<file path="src/source/io_params.svh">
`ifndef IO_PARAMS_SVH
`define IO_PARAMS_SVH

// Byte addresses of the I/O registers
`define IO_ADDR_RED_LED 32'h00
`define IO_ADDR_GREEN_LED 32'h04
`define IO_ADDR_HEX0 32'h08
`define IO_ADDR_HEX1 32'h0c
`define IO_ADDR_HEX2 32'h10
`define IO_ADDR_HEX3 32'h14
`define IO_ADDR_UART_TX 32'h18
`define IO_ADDR_UART_STATUS 32'h1c

// Indicator field widths
`define IO_RED_LED_WIDTH 18
`define IO_GREEN_LED_WIDTH 9
// Raw segment pattern, active low
`define IO_HEX_WIDTH 7

// Clocks per serial bit, at least 2
`define IO_UART_CLKS_PER_BIT 8

`endif
</file>
<file path="src/source/io_pkg.sv">
`default_nettype none

`include "io_params.svh"

package io_pkg;

	// Device picked out by a decoded bus address
	typedef enum logic [3:0]
	{
		DEV_NONE,
		DEV_RED_LED,
		DEV_GREEN_LED,
		DEV_HEX0,
		DEV_HEX1,
		DEV_HEX2,
		DEV_HEX3,
		DEV_UART_DATA,
		DEV_UART_STATUS
	} io_device_t;

	// One registered bus access
	// Flags are only valid for a single cycle
	typedef struct packed
	{
		logic write;
		logic read;
		io_device_t device;
		logic [31:0] data;
	} io_request_t;

	// Current state of the board indicators
	typedef struct packed
	{
		logic [`IO_RED_LED_WIDTH-1:0] red_led;
		logic [`IO_GREEN_LED_WIDTH-1:0] green_led;
		// Segment patterns, zero lights a segment
		logic [`IO_HEX_WIDTH-1:0] hex0;
		logic [`IO_HEX_WIDTH-1:0] hex1;
		logic [`IO_HEX_WIDTH-1:0] hex2;
		logic [`IO_HEX_WIDTH-1:0] hex3;
	} io_indicators_t;

endpackage

`default_nettype wire

</file>
<file path="src/source/io_subsystem.sv">
`default_nettype none

`include "io_params.svh"

module io_subsystem
	import io_pkg::*;
(
	input wire logic clk,
	input wire logic reset,

	// I/O bus from the core
	input wire logic io_write_en,
	input wire logic io_read_en,
	input wire logic [31:0] io_address,
	input wire logic [31:0] io_write_data,
	output logic [31:0] io_read_data,

	// Board indicators
	output logic [`IO_RED_LED_WIDTH-1:0] red_led,
	output logic [`IO_GREEN_LED_WIDTH-1:0] green_led,
	output logic [`IO_HEX_WIDTH-1:0] hex0,
	output logic [`IO_HEX_WIDTH-1:0] hex1,
	output logic [`IO_HEX_WIDTH-1:0] hex2,
	output logic [`IO_HEX_WIDTH-1:0] hex3,

	// Serial transmit line
	output logic uart_tx
);

	io_request_t request;
	io_indicators_t indicators;
	logic uart_busy;

	io_bus_decode io_bus_decode(
		.clk(clk),
		.reset(reset),
		.io_write_en(io_write_en),
		.io_read_en(io_read_en),
		.io_address(io_address),
		.io_write_data(io_write_data),
		.request(request));

	display_registers display_registers(
		.clk(clk),
		.reset(reset),
		.request(request),
		.uart_busy(uart_busy),
		.indicators(indicators),
		.io_read_data(io_read_data));

	uart_transmitter uart_transmitter(
		.clk(clk),
		.reset(reset),
		.request(request),
		.uart_tx(uart_tx),
		.uart_busy(uart_busy));

	// Indicator state out to the pins
	assign red_led = indicators.red_led;
	assign green_led = indicators.green_led;
	assign hex0 = indicators.hex0;
	assign hex1 = indicators.hex1;
	assign hex2 = indicators.hex2;
	assign hex3 = indicators.hex3;

endmodule

`default_nettype wire

</file>
<file path="src/source/uart_transmitter.sv">
`default_nettype none

`include "io_params.svh"

module uart_transmitter
	import io_pkg::*;
(
	input wire logic clk,
	input wire logic reset,

	// Registered access from the decoder
	input io_request_t request,

	// Serial line, idles high
	output logic uart_tx,
	output logic uart_busy
);

	localparam int CLKS_PER_BIT = `IO_UART_CLKS_PER_BIT;
	localparam int COUNT_WIDTH = $clog2(CLKS_PER_BIT);
	localparam logic [COUNT_WIDTH-1:0] LAST_COUNT = COUNT_WIDTH'(CLKS_PER_BIT - 1);

	typedef enum logic [1:0]
	{
		STATE_IDLE,
		STATE_START,
		STATE_DATA,
		STATE_STOP
	} tx_state_t;

	tx_state_t state;
	logic [COUNT_WIDTH-1:0] clk_count;
	logic [2:0] bit_index;
	logic [7:0] shift;
	logic accept;
	logic bit_done;

	// New byte only taken while idle, otherwise dropped
	assign accept = request.write && request.device == DEV_UART_DATA
		&& state == STATE_IDLE;
	// Last cycle of the current bit period
	assign bit_done = clk_count == LAST_COUNT;
	assign uart_busy = state != STATE_IDLE;

	always_ff @(posedge clk, posedge reset)
	begin
		if (reset)
		begin
			state <= STATE_IDLE;
			clk_count <= '0;
			bit_index <= '0;
			uart_tx <= 1'b1;
		end
		else if (accept)
		begin
			// Start bit goes out right away
			state <= STATE_START;
			clk_count <= '0;
			uart_tx <= 1'b0;
		end
		else if (state != STATE_IDLE)
		begin
			clk_count <= bit_done ? '0 : clk_count + 1'b1;
			if (bit_done)
			begin
				case (state)
					STATE_START:
					begin
						state <= STATE_DATA;
						bit_index <= '0;
						uart_tx <= shift[0];
					end
					STATE_DATA:
					begin
						if (bit_index == 3'd7)
						begin
							// Stop bit
							state <= STATE_STOP;
							uart_tx <= 1'b1;
						end
						else
						begin
							bit_index <= bit_index + 1'b1;
							uart_tx <= shift[0];
						end
					end
					// Stop bit done, frame complete
					default: state <= STATE_IDLE;
				endcase
			end
		end
	end

	// Data byte, LSB first
	always_ff @(posedge clk)
	begin
		if (accept)
			shift <= request.data[7:0];
		else if (bit_done && (state == STATE_START || state == STATE_DATA))
			shift <= {1'b0, shift[7:1]};
	end

endmodule

`default_nettype wire

</file>
<file path="src/source/display_registers.sv">
`default_nettype none

`include "io_params.svh"

module display_registers
	import io_pkg::*;
(
	input wire logic clk,
	input wire logic reset,

	// Registered access from the decoder
	input io_request_t request,
	// Transmitter activity, reported in the status word
	input wire logic uart_busy,

	output io_indicators_t indicators,
	output logic [31:0] io_read_data
);

	// Blank digit, all segments off
	localparam logic [`IO_HEX_WIDTH-1:0] HEX_OFF = {`IO_HEX_WIDTH{1'b1}};

	// Indicator registers
	always_ff @(posedge clk, posedge reset)
	begin
		if (reset)
		begin
			indicators.red_led <= '0;
			indicators.green_led <= '0;
			indicators.hex0 <= HEX_OFF;
			indicators.hex1 <= HEX_OFF;
			indicators.hex2 <= HEX_OFF;
			indicators.hex3 <= HEX_OFF;
		end
		else if (request.write)
		begin
			// Low bits of the data word land in the selected field
			case (request.device)
				DEV_RED_LED:
					indicators.red_led <= request.data[`IO_RED_LED_WIDTH-1:0];
				DEV_GREEN_LED:
					indicators.green_led <= request.data[`IO_GREEN_LED_WIDTH-1:0];
				DEV_HEX0:
					indicators.hex0 <= request.data[`IO_HEX_WIDTH-1:0];
				DEV_HEX1:
					indicators.hex1 <= request.data[`IO_HEX_WIDTH-1:0];
				DEV_HEX2:
					indicators.hex2 <= request.data[`IO_HEX_WIDTH-1:0];
				DEV_HEX3:
					indicators.hex3 <= request.data[`IO_HEX_WIDTH-1:0];
				// UART and unmapped devices are not ours
				default:
				begin
				end
			endcase
		end
	end

	// Readback word, held until the next read
	always_ff @(posedge clk, posedge reset)
	begin
		if (reset)
			io_read_data <= '0;
		else if (request.read)
		begin
			case (request.device)
				DEV_RED_LED: io_read_data <= 32'(indicators.red_led);
				DEV_GREEN_LED: io_read_data <= 32'(indicators.green_led);
				DEV_HEX0: io_read_data <= 32'(indicators.hex0);
				DEV_HEX1: io_read_data <= 32'(indicators.hex1);
				DEV_HEX2: io_read_data <= 32'(indicators.hex2);
				DEV_HEX3: io_read_data <= 32'(indicators.hex3);
				// Busy level in bit 0
				DEV_UART_STATUS: io_read_data <= {31'b0, uart_busy};
				// Transmit data is write only, unmapped reads as zero
				default: io_read_data <= '0;
			endcase
		end
	end

endmodule

`default_nettype wire

</file>
<file path="src/source/io_bus_decode.sv">
`default_nettype none

`include "io_params.svh"

module io_bus_decode
	import io_pkg::*;
(
	input wire logic clk,
	input wire logic reset,

	// Plain strobes from the core, no handshake
	input wire logic io_write_en,
	input wire logic io_read_en,
	input wire logic [31:0] io_address,
	input wire logic [31:0] io_write_data,

	// Registered access for the register block and transmitter
	output io_request_t request
);

	io_device_t device_next;
	logic write_q;
	logic read_q;
	io_device_t device_q;
	logic [31:0] data_q;

	// Address map lookup
	// Only exact word addresses hit, anything else selects nothing
	always_comb
	begin
		case (io_address)
			`IO_ADDR_RED_LED: device_next = DEV_RED_LED;
			`IO_ADDR_GREEN_LED: device_next = DEV_GREEN_LED;
			`IO_ADDR_HEX0: device_next = DEV_HEX0;
			`IO_ADDR_HEX1: device_next = DEV_HEX1;
			`IO_ADDR_HEX2: device_next = DEV_HEX2;
			`IO_ADDR_HEX3: device_next = DEV_HEX3;
			`IO_ADDR_UART_TX: device_next = DEV_UART_DATA;
			`IO_ADDR_UART_STATUS: device_next = DEV_UART_STATUS;
			default: device_next = DEV_NONE;
		endcase
	end

	// Strobes and select, one cycle behind the bus
	always_ff @(posedge clk, posedge reset)
	begin
		if (reset)
		begin
			write_q <= 1'b0;
			read_q <= 1'b0;
			device_q <= DEV_NONE;
		end
		else
		begin
			write_q <= io_write_en;
			read_q <= io_read_en;
			device_q <= device_next;
		end
	end

	// Write data rides along with the strobes
	always_ff @(posedge clk)
		data_q <= io_write_data;

	assign request = '{
		write: write_q,
		read: read_q,
		device: device_q,
		data: data_q
	};

endmodule

`default_nettype wire

</file>
<file path="config.mk">
export PLATFORM = sky130hd
export DESIGN_NAME = io_subsystem
export DESIGN_NICKNAME = d
export VERILOG_FILES = /design/src/source/io_pkg.sv /design/src/source/io_subsystem.sv /design/src/source/uart_transmitter.sv /design/src/source/display_registers.sv /design/src/source/io_bus_decode.sv
export VERILOG_INCLUDE_DIRS = /design/src /design/src/source
export SDC_FILE = /design/constraint.sdc
export NUM_CORES = 1
export LEC_CHECK = 0
export BUFFER_PORTS_ARGS = -buffer_cell sky130_fd_sc_hd__buf_2
export CORE_MARGIN = 3
export CORE_UTILIZATION = 51
export DETAILED_ROUTE_END_ITERATION = 10
export GPL_TIMING_DRIVEN = 0
export PLACE_DENSITY = 0.8
export SYNTH_ARGS = -nofsm -noshare
export SYNTH_HDL_FRONTEND = slang
export SYNTH_SLANG_ARGS = --single-unit
</file>
<file path="constraint.sdc">
create_clock -name clk -period 3.53 [get_ports clk]
set_clock_uncertainty 0.15 [all_clocks]
set_input_delay 0.706 -clock clk [delete_from_list [all_inputs] [get_ports clk]]
set_output_delay 0.706 -clock clk [all_outputs]
set_load 0.1 [all_outputs]
</file>
==> results of run 1 <==
worst max-delay path, cell delays in order, from the launching register on:
cell and delay (ps):
dfrtp_1 360, inv_1 90, ha_1 140, buf_2 220, nand3_1 120, o21ai_0 910
flip-flops by register name (all words and copies together) (netlist names):
name	cells
display_registers.indicators	55
display_registers.io_read_data	18
io_bus_decode.data_q	18
io_bus_decode.device_q	4
io_bus_decode.read_q	1
io_bus_decode.write_q	1
uart_transmitter.bit_index	3
uart_transmitter.clk_count	3
uart_transmitter.shift	8
uart_transmitter.state	2
uart_transmitter.uart_tx	1
worst min-delay path by stage:
stage,from,endpoint,slack (ps)
after global placement,io_bus_decode.data_q[11],display_registers.indicators[48],290
after CTS,reset,display_registers.io_read_data[13],70
after global routing,reset,display_registers.io_read_data[13],80
after floorplan,io_bus_decode.data_q[9],display_registers.indicators[46],290
final,reset,display_registers.io_read_data[11],70
after detailed placement,io_bus_decode.data_q[14],display_registers.indicators[51],300
per-layer routing:
layer	vias up	share of wire
li1	1698	-
met1	1822	0.42
met2	171	0.50
met3	24	0.063
met4	0	0.019
met5	-	0
power by group through the flow:
stage | combinational (uW) | sequential, uW | clock [uW]
after floorplan | 100 | 1360 | 0
after global placement | 135 | 1360 | 0
after detailed placement | 142 | 1360 | 0
after CTS | 143 | 1340 | 1740
after global routing | 152 | 1340 | 1800
final | 142 | 1340 | 1730
cell families (layout without fill, tap and decap cells):
| logic type | count (synthesis) | after routing | share of synthesized area |
|---|---|---|---|
| xor gates and xnor gates | 2 | 2 | 0.00352 |
| other | 1 | 14 | 0.000754 |
| muxes | 75 | 75 | 0.175 |
| buffers and inverters | 55 | 215 | 0.0596 |
| DFF | 114 | 114 | 0.571 |
| AOI/OAI and AO/OA | 59 | 59 | 0.0787 |
| adders and majority gates | 6 | 6 | 0.0151 |
| and+or+nand+nor | 82 | 82 | 0.0968 |
synthesized netlist by cell type, types with 2 or more instances:
master,number,area (um^2)
dfrtp_1,59,1480
nand2_1,18,67.6
edfxtp_1,8,240
o21ai_0,18,90.1
buf_2,9,45.0
dfstp_2,29,762
nor3_1,7,35.0
a211oi_1,3,22.5
and3_1,3,18.8
a21oi_1,9,45.0
dfxtp_1,18,360
a32oi_1,2,17.5
and3b_1,2,17.5
nand3b_1,5,37.5
o22ai_1,8,50.1
or4_1,3,22.5
mux2i_1,9,90.1
mux2_4,10,150
mux2_2,56,631
nand2b_1,3,18.8
nor2b_1,6,37.5
a22o_1,4,35.0
nor2_2,2,12.5
a311oi_1,2,17.5
nor4_1,6,37.5
inv_1,23,86.3
nand3_1,6,30.0
a2111oi_0,2,17.5
ha_1,6,75.1
clkbuf_1,3,11.3
nor2_1,11,41.3
buf_4,19,143
cell type report:
class                      instances  area share
buffer                            32      0.0326
clock buffer                      18      0.0648
clock inverter                    14      0.0274
inverter                          23      0.0138
multi-input combinational        238       0.293
sequential                       114       0.440
tap                              129      0.0250
timing repair buffer             128       0.103
metrics by stage:
stage          total power (uW)   util  hold WS (ps)  setup WS [ps]  std cells
2_1_floorplan              1460      -           290            443        407
3_3_place_gp               1500  0.621           293           -507        663
3_5_place_dp               1510  0.624           300           1170        664
4_1_cts                    3220  0.688          67.1           1140        696
5_1_grt                    3300  0.688          80.9           1010        696
6_report                   3210  0.688          65.9           1150        696
==> impl_metrics.py, run 1 <==
metrics = {
    "clocking": {
        "insertion_delay_ps": 520,
        "cts_made_buffers": 17,
        "postCtsSetupRepairBufs": 0,
        "path_clk_slew_ps": 60,
        "cts_tree": "done",
        "cts-root-buf": "clkbuf_8",
        "cts.sinks": 114,
        "clockBufferDepth": 2,
        "ctsHoldBuffers": 0,
        "cts_resized": 0,
        "cts_htree_levels": 4,
    },
    "power": {
        "power.internal_uw": 2450,
        "ir_drop_uv": 334,
        "power.share.combinational": 0.044,
        "p_sw_uw": 760,
        "power_density_mw_per_mm2": 498,
        "switching_share": 0.236,
        "total_leakage_power_uw": 0.00315,
        "seqPwrFrac": 0.417,
        "clkPwrFrac": 0.539,
    },
    "floorplan": {
        "std_cell_rows": 35,
        "io_pins": 156,
        "core-area_mm2": 0.00937,
        "die-area_mm2": 0.0110,
        "chipWidth_um": 105,
        "dieHeight_um": 105,
        "start_util": 0.531,
    },
    "critical_path": {
        "crit_end": "uart_transmitter.shift[3]",
        "cp-startpoint": "uart_transmitter.state[0]",
        "end_kind": "register",
        "r2r_start": "uart_transmitter.state[0]",
        "arrival_ps": 2370,
        "path_max_fanout": 10,
        "r2r_slack_ps": 1150,
        "crit_path_start_kind": "register",
        "r2r-end": "uart_transmitter.shift[3]",
        "critical_path_class": "register to register",
        "required_ps": 3510,
        "reg2reg_depth": 5,
    },
    "sta": {
        "rsz0062_at_grt": "false",
        "worstMarginPinSlew_ps": 1150,
        "tns_ps": 0,
        "min_period_ps": 2380,
        "setup-violations-final": 0,
        "finalHoldViolCount": 0,
        "max_slew_margin": 0.224,
        "drv_slew": 0,
        "max_freq_mhz": 420,
        "min_period_over_period": 0.675,
    },
    "final_layout": {
        "drive_above_1_share": 0.515,
        "stdcell_area_mm2": 0.00645,
        "fill_cells": 714,
        "fin_nets": 628,
        "syn_to_final_growth_pct": 29.5,
        "final_cell_mix": "136 x buf_2, 59 x dfrtp_1, 56 x mux2_2",
        "layout_commonest_cell": "buf_2",
        "seqCellArea_mm2": 0.00284,
        "n_antenna_cell": 0,
        "multi_input_area_mm2": 0.00189,
    },
    "yosys": {
        "avgSynthCellArea_um2": 12.6,
        "ys_warn_count": 0,
        "ys_seq_elements": 114,
        "synth_cell_type_count": 57,
        "synth-main-ff-cell": "dfrtp_1",
        "ys_seq_area_frac": 0.571,
        "async_flop_share": 0.772,
        "synth-edff-count": 8,
        "syn_inst": 394,
        "synth_area_mm2": 0.00498,
    },
    "worst_hold_path": {
        "hp-class": "primary input to asynchronous set/reset pin",
    },
    "placement": {
        "port_buffers": 127,
        "dp_hpwl_um": 8700,
        "dpl_cell_area_mm2": 0.00585,
        "gp_congestion": 0.799,
    },
    "global_route": {
        "grt_start_max_net_pins": 54,
        "grt-busiest-layer": "met2",
        "grt_use_met2": 0.398,
        "grt_use_met3": 0.0716,
        "grt_util_all_layers": 0.239,
        "met1_usage": 0.300,
        "grt_pass1_wl_um": 20300,
        "overflow": 0,
        "antenna_found_initial": 0,
        "grt_pass1_vias": 3890,
    },
    "drt": {
        "wirelength_um": 12700,
        "drcViolationCount": 0,
        "vias_per_cell": 5.34,
        "wl_per_cell_um": 18.3,
        "ant_nets": 0,
        "vias": 3715,
        "first_pass_iters": 5,
        "drt-initial-drc-count": 237,
    },
    "status": {
        "outcome": "finished, final reports clean",
    },
    "job": {
        "drv_cap": 0,
    },
}
No activity file was read; power rests on OpenSTA's default activity.
==> run 2, diff against run 1 <==
ABC_AREA = 1   (was unset)
clock period = 2.4 ns   (was 3.53 ns; I/O delays follow)
==> impl_metrics.py, run 2 <==
metrics = {
    "yosys": {
        "ys_seq_area_frac": 0.593,
        "async_flop_share": 0.772,
        "ys_warn_count": 0,
        "synth_top_area_frac": 0.308,
        "synth_cell_type_count": 31,
        "synth_area_leaders": "dfrtp_1 31%, dfstp_2 16%, nand2_1 10%",
        "syn_inst": 522,
        "avgSynthCellArea_um2": 9.17,
        "netlist_top_cells_count": "130 x nand2_1, 61 x nor2_1, 59 x dfrtp_1",
        "ys_seq_elements": 114,
        "synth_most_common_cell": "nand2_1",
        "synth_area_mm2": 0.00479,
        "synth.largest_area_cell": "dfrtp_1",
        "synth-edff-count": 8,
        "synth-main-ff-cell": "dfrtp_1",
    },
    "worst_hold_path": {
        "min_to": "io_bus_decode.device_q[0]",
        "hp-class": "primary input to register",
        "min_from": "io_address[2]",
        "hold_depth": 2,
    },
    "sta": {
        "tns_ps": 0,
        "finalHoldViolCount": 0,
        "min_period_over_period": 0.939,
        "rsz0062_at_grt": "false",
        "worstMarginPinSlew_ps": 511,
        "max_slew_margin": 0.662,
        "setup-violations-final": 0,
        "min_period_ps": 2250,
        "max_freq_mhz": 444,
        "drv_slew": 0,
        "hold_ws_ps": 24.0,
    },
    "drt": {
        "ant_nets": 0,
        "vias": 4419,
        "vias_per_cell": 5.36,
        "drt-initial-drc-count": 267,
        "wl_per_cell_um": 16.1,
        "wirelength_um": 13300,
        "first_pass_iters": 5,
        "drcViolationCount": 0,
    },
    "global_route": {
        "grt_start_max_net_pins": 46,
        "overflow": 0,
        "grt_pass1_vias": 4402,
        "antenna_found_initial": 0,
        "grt_util_all_layers": 0.269,
        "grt_pass1_wl_um": 21400,
    },
    "critical_path": {
        "cpMostUsedCell": "clkbuf_1",
        "r2r_start": "uart_transmitter.state[0]",
        "arrival_ps": 2290,
        "reg2reg_depth": 6,
        "critical_path_class": "register to register",
        "cp-startpoint": "uart_transmitter.state[0]",
        "path_cells": "inv_1 > ha_1 > clkbuf_1 > nand4_4 > clkbuf_1 > nand2_1",
        "critical_path_buf_inv_count": 3,
        "r2r-end": "uart_transmitter.shift[5]",
        "path_max_fanout": 10,
        "required_ps": 2430,
        "path_delay_family": "buffers and inverters",
        "cp_slowest_cell": "dfrtp_1",
        "end_kind": "register",
        "max_stage_delay_ps": 350,
        "crit_path_start_kind": "register",
        "r2r_slack_ps": 150,
    },
    "floorplan": {
        "start_util": 0.536,
        "core-area_mm2": 0.00893,
        "std_cell_rows": 34,
        "io_pins": 156,
        "chipWidth_um": 103,
        "dieHeight_um": 103,
        "die-area_mm2": 0.0106,
    },
    "placement": {
        "port_buffers": 127,
        "dpl.cell_count": 772,
        "gp_congestion": 0.881,
        "dp_hpwl_um": 9030,
        "dpl_cell_area_mm2": 0.00565,
    },
    "clocking": {
        "cts_tree": "done",
        "postCtsSetupRepairBufs": 0,
        "cts.sinks": 114,
        "clockBufferDepth": 2,
        "cts_made_buffers": 17,
        "ctsHoldBuffers": 21,
        "path_clk_slew_ps": 60,
        "cts_resized": 0,
        "cts_htree_levels": 4,
        "cts-root-buf": "clkbuf_8",
        "insertion_delay_ps": 510,
    },
    "power": {
        "total_leakage_power_uw": 0.00329,
        "ir_drop_uv": 433,
        "power_density_mw_per_mm2": 726,
    },
    "final_layout": {
        "syn_to_final_growth_pct": 34.6,
        "top_regs": "display_registers.indicators: 55 flops, display_registers.io_read_data: 18 flops, io_bus_decode.data_q: 18 flops",
        "n_antenna_cell": 0,
        "stdcell_area_mm2": 0.00644,
        "largest-register": "display_registers.indicators",
        "final_cell_mix": "134 x buf_2, 130 x nand2_1, 61 x nor2_1",
        "layout_commonest_cell": "buf_2",
        "largest_register_ffs": 55,
        "fin_cells": 825,
        "fin_nets": 778,
        "drive_above_1_share": 0.321,
    },
    "job": {
        "drv_cap": 0,
    },
    "status": {
        "outcome": "finished, final reports clean",
    },
}
[run 2: cell count changes in the layout (fill, tap and decap cells not counted), moves of 21 or more]
cell,delta
nand2_1,+112
dlygate4sd3_1,+21
nand3_1,+36
nor2_1,+50
o21ai_0,+40
mux2_2,-49
[run 2: layout make-up]
type                    count  area (um^2)
fillers                   647         2490
plain buffers              35          196
repair buffers            150          886
clock buffers              18          428
clock inverters            14          156
well taps                 108          135
flip-flops and latches    114         2840
multi-input cells         352         1670
inverters                  34          131
[run 2: worst max path at each step]
stage | to | slack (ps) | cells after the start
2_1_floorplan | uart_transmitter.shift[0] | 490 | 6
4_1_cts | uart_transmitter.shift[5] | 160 | 6
5_1_grt | uart_transmitter.shift[5] | 30 | 6
3_3_place_gp | io_bus_decode.read_q | 240 | 2
3_5_place_dp | uart_transmitter.shift[4] | 190 | 6
6_report | uart_transmitter.shift[5] | 150 | 6
[run 2: report_power, final]
group | switching (uW) | internal (uW) | total (uW) | leakage, uW
clock | 940 | 1510 | 2450 | 0.000274
combinational | 179 | 83.8 | 263 | 0.00170
sequential | 6.07 | 1960 | 1960 | 0.00132
[run 2: kinds of logic (layout without fill, tap and decap cells)]
group,after synthesis,count (layout),synth area share
AO/OA/AOI/OAI,74,74,0.0797
XOR/XNOR,2,2,0.00366
adder cells (fa/ha/maj),6,6,0.0157
buffers and inverters,69,251,0.0677
flip-flops,114,114,0.593
multiplexers,9,9,0.0212
other,1,14,0.000783
AND/OR/NAND/NOR,247,247,0.218
[run 2: per-layer routing]
layer / global-route usage / vias to the layer above / wire (um) / share of wire
met5: 0 / - / 0 / 0
met4: 0.133 / 0 / 462 / 0.035
met3: 0.0636 / 45 / 1370 / 0.10
met2: 0.442 / 271 / 6590 / 0.50
met1: 0.335 / 2083 / 4890 / 0.37
li1: - / 2020 / - / -
[run 2: per-stage QoR]
stage / power (uW) / setup slack (ps) / util
after floorplan: 2150 / 493 / -
after global placement: 2220 / 240 / 0.628
after detailed placement: 2230 / 193 / 0.632
after CTS: 4690 / 163 / 0.721
after global routing: 4800 / 31.1 / 0.721
final: 4680 / 145 / 0.721
